File: config.mk
export PLATFORM = sky130hd
export DESIGN_NAME = soc_io_top
export DESIGN_NICKNAME = d
export VERILOG_FILES = /design/src/source/soc_pkg.sv /design/src/source/periph_bus_if.sv /design/src/source/bus_decoder.sv /design/src/source/misc_regs.sv /design/src/source/reload_sequencer.sv /design/src/source/scratch_ram.sv /design/src/source/soc_io_top.sv
export VERILOG_INCLUDE_DIRS = /design/src /design/src/include
export SDC_FILE = /design/constraint.sdc
export NUM_CORES = 2
export LEC_CHECK = 0
export BUFFER_PORTS_ARGS = -buffer_cell sky130_fd_sc_hd__buf_4
export CELL_PAD_IN_SITES_DETAIL_PLACEMENT = 0
export CELL_PAD_IN_SITES_GLOBAL_PLACEMENT = 1
export CORE_ASPECT_RATIO = 1.5
export CORE_MARGIN = 2
export CORE_UTILIZATION = 50
export DETAILED_ROUTE_END_ITERATION = 8
export GPL_TIMING_DRIVEN = 0
export PLACE_DENSITY = 0.86
export SYNTH_ARGS = -nofsm -noshare
export SYNTH_HDL_FRONTEND = slang
export SYNTH_HIERARCHICAL = 1
export SYNTH_SLANG_ARGS = --single-unit
File: constraint.sdc
create_clock -name i_clk48m -period 11.58 [get_ports i_clk48m]
set_clock_uncertainty 0.2 [all_clocks]
set_input_delay 1.737 -clock i_clk48m [delete_from_list [all_inputs] [get_ports i_clk48m]]
set_output_delay 1.737 -clock i_clk48m [all_outputs]
set_load 0.05 [all_outputs]
File: src/include/soc_defines.svh
// --------------------
// badge soc i/o
// region codes, misc register map, reload and reset constants
// --------------------
`ifndef SOC_DEFINES_SVH
`define SOC_DEFINES_SVH

// address bits 31:28
`define SOC_REGION_MISC 4'h2
`define SOC_REGION_RAM 4'h4

// misc register indices, address bits 6:2
`define MISC_REG_LED 5'd0
`define MISC_REG_BTN 5'd1
`define MISC_REG_SOC_VER 5'd2
`define MISC_REG_FLASH_SEL 5'd13
`define MISC_REG_GENIO_IN 5'd17
`define MISC_REG_GENIO_OUT 5'd18
`define MISC_REG_GENIO_OE 5'd19
`define MISC_REG_GENIO_W2S 5'd20
`define MISC_REG_GENIO_W2C 5'd21
`define MISC_REG_GPEXT_IN 5'd22
`define MISC_REG_GPEXT_OUT 5'd23
`define MISC_REG_GPEXT_OE 5'd24
`define MISC_REG_GPEXT_W2S 5'd25
`define MISC_REG_GPEXT_W2C 5'd26

`define SOC_VERSION 32'h0000
`define BUS_ERROR_DATA 32'hDEADBEEF

// upper 24 bits of a flash-select write that arm the reconfiguration
`define RELOAD_MAGIC 24'hD0F1A5
`define FSEL_DELAY_START 3'd7

`define RAM_WORDS 64

// irda transceiver starts out shut down
`define IRDA_SD_RESET 1'b1

`endif

File: src/source/soc_pkg.sv
// --------------------
// soc_pkg
// bus and register types shared by the badge soc i/o blocks
// --------------------
`default_nettype none

package soc_pkg;

	// bus words and strobes
	typedef logic [31:0] bus_word_t;
	typedef logic [3:0] bus_strb_t;

	// misc register index, address bits 6:2
	typedef logic [4:0] reg_index_t;

	// pin groups
	typedef logic [29:0] genio_t;
	typedef logic [5:0] sao_t;
	typedef logic [7:0] pmod_t;

	// scratch ram word index, address bits 7:2
	typedef logic [5:0] ram_index_t;

	// decoder tracking of the ram wait state
	typedef enum logic [1:0] {
		dec_idle,
		dec_wait_ram,
		dec_done
	} dec_state_t;

endpackage

`default_nettype wire

File: src/source/periph_bus_if.sv
// --------------------
// periph_bus_if
// request and response of one decoded bus target
// --------------------
`default_nettype none

interface periph_bus_if
	import soc_pkg::*;
();

	logic sel;
	bus_word_t addr;
	bus_word_t wdata;
	bus_strb_t wstrb;
	bus_word_t rdata;
	logic ready;

	modport decoder (
		output sel, addr, wdata, wstrb,
		input rdata, ready
	);

	modport target (
		input sel, addr, wdata, wstrb,
		output rdata, ready
	);

endinterface

`default_nettype wire

File: src/source/bus_decoder.sv
// --------------------
// bus_decoder
// splits the master port by address region into misc, ram and bus error,
// and muxes read data and ready back
// --------------------
`default_nettype none

`include "soc_defines.svh"

module bus_decoder
	import soc_pkg::*;
(
	input wire logic i_clk48m,
	input wire logic i_rst,
	input wire logic i_mem_valid,
	input wire bus_word_t i_mem_addr,
	input wire bus_word_t i_mem_wdata,
	input wire bus_strb_t i_mem_wstrb,
	output bus_word_t o_mem_rdata,
	output logic o_mem_ready,
	output logic o_bus_error,
	periph_bus_if.decoder misc,
	periph_bus_if.decoder ram
);

	dec_state_t state;
	logic hit_misc;
	logic hit_ram;

	assign hit_misc = (i_mem_addr[31:28] == `SOC_REGION_MISC);
	assign hit_ram = (i_mem_addr[31:28] == `SOC_REGION_RAM);

	// request fan-out
	assign misc.sel = i_mem_valid && hit_misc;
	assign misc.addr = i_mem_addr;
	assign misc.wdata = i_mem_wdata;
	assign misc.wstrb = i_mem_wstrb;

	// ram select drops once its access is done, until valid goes low
	assign ram.sel = i_mem_valid && hit_ram && (state != dec_done);
	assign ram.addr = i_mem_addr;
	assign ram.wdata = i_mem_wdata;
	assign ram.wstrb = i_mem_wstrb;

	// --------------------
	// response mux
	// --------------------
	always_comb begin
		o_mem_rdata = `BUS_ERROR_DATA;
		o_mem_ready = 1'b0;
		o_bus_error = 1'b0;
		if (hit_misc) begin
			o_mem_rdata = misc.rdata;
			o_mem_ready = misc.ready;
		end else if (hit_ram) begin
			o_mem_rdata = ram.rdata;
			o_mem_ready = ram.ready && (state == dec_wait_ram);
		end else begin
			// unmapped, answer at once with the error word
			o_mem_ready = i_mem_valid;
			o_bus_error = i_mem_valid;
		end
	end

	// --------------------
	// ram wait state tracking
	// --------------------
	always_ff @(posedge i_clk48m) begin
		if (i_rst) begin
			state <= dec_idle;
		end else begin
			case (state)
				dec_idle: begin
					if (i_mem_valid && hit_ram) begin
						state <= dec_wait_ram;
					end
				end
				dec_wait_ram: begin
					if (ram.ready) begin
						state <= dec_done;
					end
				end
				dec_done: begin
					// master lowers valid between transactions
					if (!i_mem_valid) begin
						state <= dec_idle;
					end
				end
				default: state <= dec_idle;
			endcase
		end
	end

endmodule

`default_nettype wire

File: src/source/misc_regs.sv
// --------------------
// misc_regs
// led, button, version and i/o registers of region 2
// general and extension i/o support write-to-set and write-to-clear
// --------------------
`default_nettype none

`include "soc_defines.svh"

module misc_regs
	import soc_pkg::*;
(
	periph_bus_if.target bus,
	input wire logic i_clk48m,
	input wire logic i_rst,
	input wire logic [7:0] i_btn,
	input wire genio_t i_genio_in,
	input wire sao_t i_sao1_in,
	input wire sao_t i_sao2_in,
	input wire pmod_t i_pmod_in,
	input wire logic i_usb_vdet,
	output logic [8:0] o_led,
	output logic o_trace_en,
	output genio_t o_genio_out,
	output genio_t o_genio_oe,
	output sao_t o_sao1_out,
	output sao_t o_sao1_oe,
	output sao_t o_sao2_out,
	output sao_t o_sao2_oe,
	output pmod_t o_pmod_out,
	output pmod_t o_pmod_oe,
	output logic o_irda_sd,
	output logic o_fsel_strobe,
	output logic o_fsel_value,
	output logic o_reload_req
);

	reg_index_t idx;
	logic wr_en;
	logic [15:0] led_q;

	assign idx = bus.addr[6:2];
	assign wr_en = bus.sel && bus.wstrb[0];

	// zero wait states
	assign bus.ready = bus.sel;
	assign o_led = led_q[8:0];

	// flash select goes straight to the reload sequencer
	assign o_fsel_strobe = wr_en && (idx == `MISC_REG_FLASH_SEL);
	assign o_fsel_value = bus.wdata[0];
	assign o_reload_req = o_fsel_strobe && (bus.wdata[31:8] == `RELOAD_MAGIC);

	// --------------------
	// read path
	// --------------------
	always_comb begin
		case (idx)
			`MISC_REG_LED: bus.rdata = {16'h0, led_q};
			`MISC_REG_BTN: bus.rdata = {24'h0, ~i_btn};
			`MISC_REG_SOC_VER: bus.rdata = `SOC_VERSION;
			`MISC_REG_GENIO_IN: bus.rdata = {2'h0, i_genio_in};
			`MISC_REG_GENIO_OUT: bus.rdata = {2'h0, o_genio_out};
			`MISC_REG_GENIO_OE: bus.rdata = {2'h0, o_genio_oe};
			`MISC_REG_GPEXT_IN: begin
				bus.rdata = {i_usb_vdet, 7'h0, i_pmod_in, 2'h0, i_sao2_in, 2'h0, i_sao1_in};
			end
			`MISC_REG_GPEXT_OUT: begin
				bus.rdata = {1'b0, o_irda_sd, 6'h0, o_pmod_out, 2'h0, o_sao2_out,
					2'h0, o_sao1_out};
			end
			`MISC_REG_GPEXT_OE: begin
				bus.rdata = {8'h0, o_pmod_oe, 2'h0, o_sao2_oe, 2'h0, o_sao1_oe};
			end
			// set/clear ports, flash select and dropped registers
			default: bus.rdata = '0;
		endcase
	end

	// --------------------
	// write path
	// --------------------
	always_ff @(posedge i_clk48m) begin
		if (i_rst) begin
			led_q <= '0;
			o_trace_en <= 1'b0;
			o_genio_out <= '0;
			o_genio_oe <= '0;
			o_sao1_out <= '0;
			o_sao1_oe <= '0;
			o_sao2_out <= '0;
			o_sao2_oe <= '0;
			o_pmod_out <= '0;
			o_pmod_oe <= '0;
			o_irda_sd <= `IRDA_SD_RESET;
		end else if (wr_en) begin
			case (idx)
				`MISC_REG_LED: led_q <= bus.wdata[15:0];
				`MISC_REG_SOC_VER: o_trace_en <= bus.wdata[0];
				`MISC_REG_GENIO_OUT: o_genio_out <= bus.wdata[29:0];
				`MISC_REG_GENIO_OE: o_genio_oe <= bus.wdata[29:0];
				`MISC_REG_GENIO_W2S: o_genio_out <= o_genio_out | bus.wdata[29:0];
				`MISC_REG_GENIO_W2C: o_genio_out <= o_genio_out & ~bus.wdata[29:0];
				`MISC_REG_GPEXT_OUT: begin
					o_irda_sd <= bus.wdata[30];
					o_pmod_out <= bus.wdata[23:16];
					o_sao2_out <= bus.wdata[13:8];
					o_sao1_out <= bus.wdata[5:0];
				end
				`MISC_REG_GPEXT_OE: begin
					o_pmod_oe <= bus.wdata[23:16];
					o_sao2_oe <= bus.wdata[13:8];
					o_sao1_oe <= bus.wdata[5:0];
				end
				// set and clear act on the output fields only
				`MISC_REG_GPEXT_W2S: begin
					o_irda_sd <= o_irda_sd | bus.wdata[30];
					o_pmod_out <= o_pmod_out | bus.wdata[23:16];
					o_sao2_out <= o_sao2_out | bus.wdata[13:8];
					o_sao1_out <= o_sao1_out | bus.wdata[5:0];
				end
				`MISC_REG_GPEXT_W2C: begin
					o_irda_sd <= o_irda_sd & ~bus.wdata[30];
					o_pmod_out <= o_pmod_out & ~bus.wdata[23:16];
					o_sao2_out <= o_sao2_out & ~bus.wdata[13:8];
					o_sao1_out <= o_sao1_out & ~bus.wdata[5:0];
				end
				default: begin
				end
			endcase
		end
	end

endmodule

`default_nettype wire

File: src/source/reload_sequencer.sv
// --------------------
// reload_sequencer
// clocks the flash-select flip-flop, then optionally pulls programn
// --------------------
`default_nettype none

`include "soc_defines.svh"

module reload_sequencer (
	input wire logic i_clk48m,
	input wire logic i_rst,
	input wire logic i_fsel_strobe,
	input wire logic i_fsel_value,
	input wire logic i_reload_req,
	output logic o_fsel_d,
	output logic o_fsel_c,
	output logic o_programn
);

	logic strobe_q;
	logic reload_queued;
	logic reload_q;
	logic [2:0] fsel_delay;

	// select d is set well before the clock window opens
	assign o_fsel_c = (fsel_delay == 3'd5) || (fsel_delay == 3'd4) || (fsel_delay == 3'd3);
	assign o_programn = ~reload_q;

	always_ff @(posedge i_clk48m) begin
		if (i_rst) begin
			strobe_q <= 1'b0;
			reload_queued <= 1'b0;
			reload_q <= 1'b0;
			fsel_delay <= '0;
			o_fsel_d <= 1'b0;
		end else begin
			strobe_q <= i_fsel_strobe;
			if (i_fsel_strobe) begin
				o_fsel_d <= i_fsel_value;
				if (i_reload_req) begin
					reload_queued <= 1'b1;
				end
			end
			if (strobe_q) begin
				fsel_delay <= `FSEL_DELAY_START;
			end else if (fsel_delay != 3'd0) begin
				fsel_delay <= fsel_delay - 3'd1;
				// reconfigure only after the select clock window is over
				if (fsel_delay == 3'd1 && reload_queued) begin
					reload_q <= 1'b1;
				end
			end
		end
	end

endmodule

`default_nettype wire

File: src/source/scratch_ram.sv
// --------------------
// scratch_ram
// small word ram with byte strobes, one wait state
// --------------------
`default_nettype none

`include "soc_defines.svh"

module scratch_ram
	import soc_pkg::*;
(
	periph_bus_if.target bus,
	input wire logic i_clk48m,
	input wire logic i_rst
);

	bus_word_t mem [`RAM_WORDS];
	bus_word_t rdata_q;
	ram_index_t idx;
	logic ready_q;
	logic access;

	assign idx = bus.addr[7:2];
	// first cycle of select only
	assign access = bus.sel && !ready_q;

	assign bus.rdata = rdata_q;
	assign bus.ready = ready_q;

	always_ff @(posedge i_clk48m) begin
		if (i_rst) begin
			ready_q <= 1'b0;
		end else begin
			ready_q <= access;
		end
	end

	// data path
	always_ff @(posedge i_clk48m) begin
		if (access) begin
			rdata_q <= mem[idx];
			for (int b = 0; b < 4; b++) begin
				if (bus.wstrb[b]) begin
					mem[idx][8*b +: 8] <= bus.wdata[8*b +: 8];
				end
			end
		end
	end

endmodule

`default_nettype wire

File: src/source/soc_io_top.sv
// --------------------
// soc_io_top
// address decoding and on-board control registers of the badge soc
// --------------------
`default_nettype none

module soc_io_top
	import soc_pkg::*;
(
	input wire logic i_clk48m,
	input wire logic i_rst,

	// master port
	input wire logic i_mem_valid,
	input wire bus_word_t i_mem_addr,
	input wire bus_word_t i_mem_wdata,
	input wire bus_strb_t i_mem_wstrb,
	output bus_word_t o_mem_rdata,
	output logic o_mem_ready,
	output logic o_bus_error,

	// board pins
	input wire logic [7:0] i_btn,
	input wire genio_t i_genio_in,
	input wire sao_t i_sao1_in,
	input wire sao_t i_sao2_in,
	input wire pmod_t i_pmod_in,
	input wire logic i_usb_vdet,
	output logic [8:0] o_led,
	output logic o_trace_en,
	output genio_t o_genio_out,
	output genio_t o_genio_oe,
	output sao_t o_sao1_out,
	output sao_t o_sao1_oe,
	output sao_t o_sao2_out,
	output sao_t o_sao2_oe,
	output pmod_t o_pmod_out,
	output pmod_t o_pmod_oe,
	output logic o_irda_sd,
	output logic o_fsel_d,
	output logic o_fsel_c,
	output logic o_programn
);

	logic fsel_strobe;
	logic fsel_value;
	logic reload_req;

	periph_bus_if misc_bus ();
	periph_bus_if ram_bus ();

	bus_decoder i_bus_decoder (
		.i_clk48m(i_clk48m),
		.i_rst(i_rst),
		.i_mem_valid(i_mem_valid),
		.i_mem_addr(i_mem_addr),
		.i_mem_wdata(i_mem_wdata),
		.i_mem_wstrb(i_mem_wstrb),
		.o_mem_rdata(o_mem_rdata),
		.o_mem_ready(o_mem_ready),
		.o_bus_error(o_bus_error),
		.misc(misc_bus.decoder),
		.ram(ram_bus.decoder)
	);

	misc_regs i_misc_regs (
		.bus(misc_bus.target),
		.i_clk48m(i_clk48m),
		.i_rst(i_rst),
		.i_btn(i_btn),
		.i_genio_in(i_genio_in),
		.i_sao1_in(i_sao1_in),
		.i_sao2_in(i_sao2_in),
		.i_pmod_in(i_pmod_in),
		.i_usb_vdet(i_usb_vdet),
		.o_led(o_led),
		.o_trace_en(o_trace_en),
		.o_genio_out(o_genio_out),
		.o_genio_oe(o_genio_oe),
		.o_sao1_out(o_sao1_out),
		.o_sao1_oe(o_sao1_oe),
		.o_sao2_out(o_sao2_out),
		.o_sao2_oe(o_sao2_oe),
		.o_pmod_out(o_pmod_out),
		.o_pmod_oe(o_pmod_oe),
		.o_irda_sd(o_irda_sd),
		.o_fsel_strobe(fsel_strobe),
		.o_fsel_value(fsel_value),
		.o_reload_req(reload_req)
	);

	reload_sequencer i_reload_sequencer (
		.i_clk48m(i_clk48m),
		.i_rst(i_rst),
		.i_fsel_strobe(fsel_strobe),
		.i_fsel_value(fsel_value),
		.i_reload_req(reload_req),
		.o_fsel_d(o_fsel_d),
		.o_fsel_c(o_fsel_c),
		.o_programn(o_programn)
	);

	scratch_ram i_scratch_ram (
		.bus(ram_bus.target),
		.i_clk48m(i_clk48m),
		.i_rst(i_rst)
	);

endmodule

`default_nettype wire

==> results.sh <==
export IMPL_h_tree_depth=4
export IMPL_core_mm2=0.174
export IMPL_io_pins=278
export IMPL_crit_chain="buf_4 > nor2_1 > nand3b_1 > buf_2 > nor2_1 > buf_4 > nor4_1 > o21a_1 > a221oi_1 > buf_4"
export IMPL_grt_antenna_before_repair=45
export IMPL_grt_busiest_layer="met2"
export IMPL_finish_utilization_pct=56.6
export IMPL_rsz0062_at_grt="no"
export IMPL_cts_sinks=2208
export IMPL_final_common_cell="edfxtp_1"
export IMPL_max_slew_margin_rel_pct=-8.16
export IMPL_path_class="input pin to output port"
export IMPL_cp_buffers_inverters=4
export IMPL_peakVddDrop_uv=131
export IMPL_clock_path_buffers=4
export IMPL_end_kind="output port"
export IMPL_maxCapViolations=8
export IMPL_grt_use_met1_pct=41.7
export IMPL_post_route_min_period_ps=6730
export IMPL_max_freq_mhz=149
export IMPL_hold_violations=0
export IMPL_fin_crit_sh_pct=58.1
export IMPL_drive_gt1_share_pct=17.5
export IMPL_cp_arrival_ps=4790
export IMPL_slowest_delay_ps=860
export IMPL_cp_top_family="simple AND/OR/NAND/NOR gates"
export IMPL_ant_nets=0
export IMPL_drc=0
export IMPL_start_kind="input pin"
export IMPL_critPathMaxFanout=10
export IMPL_final_cell_mix="edfxtp_1, nand2_1, nor2_1"
export IMPL_syn_num_nets=5552
export IMPL_postSynthAreaPerCell_um2=16.1
export IMPL_clkTransAtPathRegs_ps=60
export IMPL_grt_max_degree=65
export IMPL_grt_pass1_wl_um=472000
export IMPL_root_buffer="clkbuf_16"
export IMPL_tightest_slew_ps=1620
export IMPL_wl_per_cell_um=43.2
export IMPL_final_setup_viol_count=0
export IMPL_hold_buffers=0
export IMPL_leakagePower_nw=31.5
export IMPL_yosysWarnings=6
export IMPL_synthCells=5418
export IMPL_cts_buffers=196
export IMPL_cp_data_required_time_ps=9640
export IMPL_dr_pass1_iters=7
export IMPL_dieWidth_um=346
export IMPL_final_nets=5982
export IMPL_gp_congestion=1.11
export IMPL_syn_area_mm2=0.0875
export IMPL_critPathSlowestCell="nor2_1"
export IMPL_die_y_um=516
export IMPL_cts_tree="built"
export IMPL_place_hpwl_um=254000
export IMPL_grt_total_usage_pct=39.8
export IMPL_power_mw=16.5
export IMPL_rows=188
export IMPL_path_common_cell="buf_4"
export IMPL_clk_insertion_delay_late_ps=860
export IMPL_vias=57828
export IMPL_initial_utilization_pct=50.2
export IMPL_grtUsageMet2_pct=63.8
export IMPL_violations="max-capacitance violations, max-slew violations"
export IMPL_grt_pass1_vias=54801
export IMPL_drtIter0Drc=9932
export IMPL_grt_overflow_total=0
export IMPL_routed_via_density=6.96
export IMPL_met3_usage_pct=11.1
export IMPL_routed_wirelength_um=359000
export IMPL_syn_to_final_growth_pct=12.8
export IMPL_cts_resized_gates=0
export IMPL_post_cts_buffers=0
export IMPL_die_area_mm2=0.178
export IMPL_setup_tns_final_ps=0
export IMPL_slew_violations=31
export IMPL_hp_class="register to register"
export IMPL_port_buffers=211
export IMPL_status="finished with violations"
export IMPL_power_density_mw_per_mm2=167
[metal layers]
layer / share of wire, % / vias up
met4: 13 / 12
li1: - / 22550
met3: 12 / 1489
met2: 46 / 5048
met5: 0.023 / -
met1: 29 / 28729
[worst register-to-register path: cells and delay by family, from the launching register on]
family / cells / cell delay, ps
flip-flops: 1 / 330
buffers and inverters: 3 / 1240
AND/OR/NAND/NOR: 5 / 2640
[worst paths after layout]
kind / from / end / slack, ps / depth (start not counted)
worst min register to register: i_misc_regs/led_q[12] / i_misc_regs/led_q[12] / 260 / 2
worst max register to register: i_bus_decoder/state[1] / i_scratch_ram/mem[38][6] / 6800 / 8
worst min-delay path: i_misc_regs/led_q[12] / i_misc_regs/led_q[12] / 260 / 2
worst max-delay path: i_mem_addr[28] / o_mem_ready / 4850 / 10
[where the power goes]
group / internal [mW] / leakage [nW] / switching (mW)
clock: 3.65 / 3.02 / 2.90
sequential: 8.73 / 19.7 / 0.00815
combinational: 0.283 / 8.76 / 0.911
[area by class of cell]
class	instances	area (µm²)
fill	13332	75600
sequential	2208	65000
multi-input combinational	2710	19900
clock buffer	230	5070
tap	2280	2850
buffer	490	2630
timing repair buffer	232	1920
clock inverter	114	1200
antenna	33	82.6
inverter	10	37.5
[per-stage QoR]
stage,std cells,hold WS (ps),setup slack (ps),area (µm²)
2_1_floorplan,5418,228,5570,87500
3_3_place_gp,7909,250,2560,91900
3_5_place_dp,7924,249,4600,92200
4_1_cts,8268,258,4940,98500
5_1_grt,8283,279,4820,98600
6_report,8307,258,4850,98700
[registers in the layout, summed over array words and instances, names as in the netlist]
| register | cells |
|---|---|
| i_misc_regs/o_irda_sd | 1 |
| i_reload_sequencer/fsel_delay | 3 |
| i_reload_sequencer/o_fsel_d | 1 |
| i_misc_regs/o_genio_oe | 30 |
| i_misc_regs/o_genio_out | 30 |
| i_reload_sequencer/strobe_q | 1 |
| i_misc_regs/o_sao1_oe | 6 |
| i_misc_regs/o_pmod_oe | 8 |
| i_misc_regs/o_sao2_oe | 6 |
| i_misc_regs/o_trace_en | 1 |
| i_misc_regs/o_sao2_out | 6 |
| i_scratch_ram/bus.ready | 1 |
| i_misc_regs/o_sao1_out | 6 |
| i_misc_regs/o_pmod_out | 8 |
| i_scratch_ram/bus.rdata | 32 |
| i_reload_sequencer/reload_queued | 1 |
| i_bus_decoder/state | 2 |
| i_misc_regs/led_q | 16 |
| i_reload_sequencer/reload_q | 1 |
| i_scratch_ram/mem | 2048 |
Power figures use the tool's default switching activity.
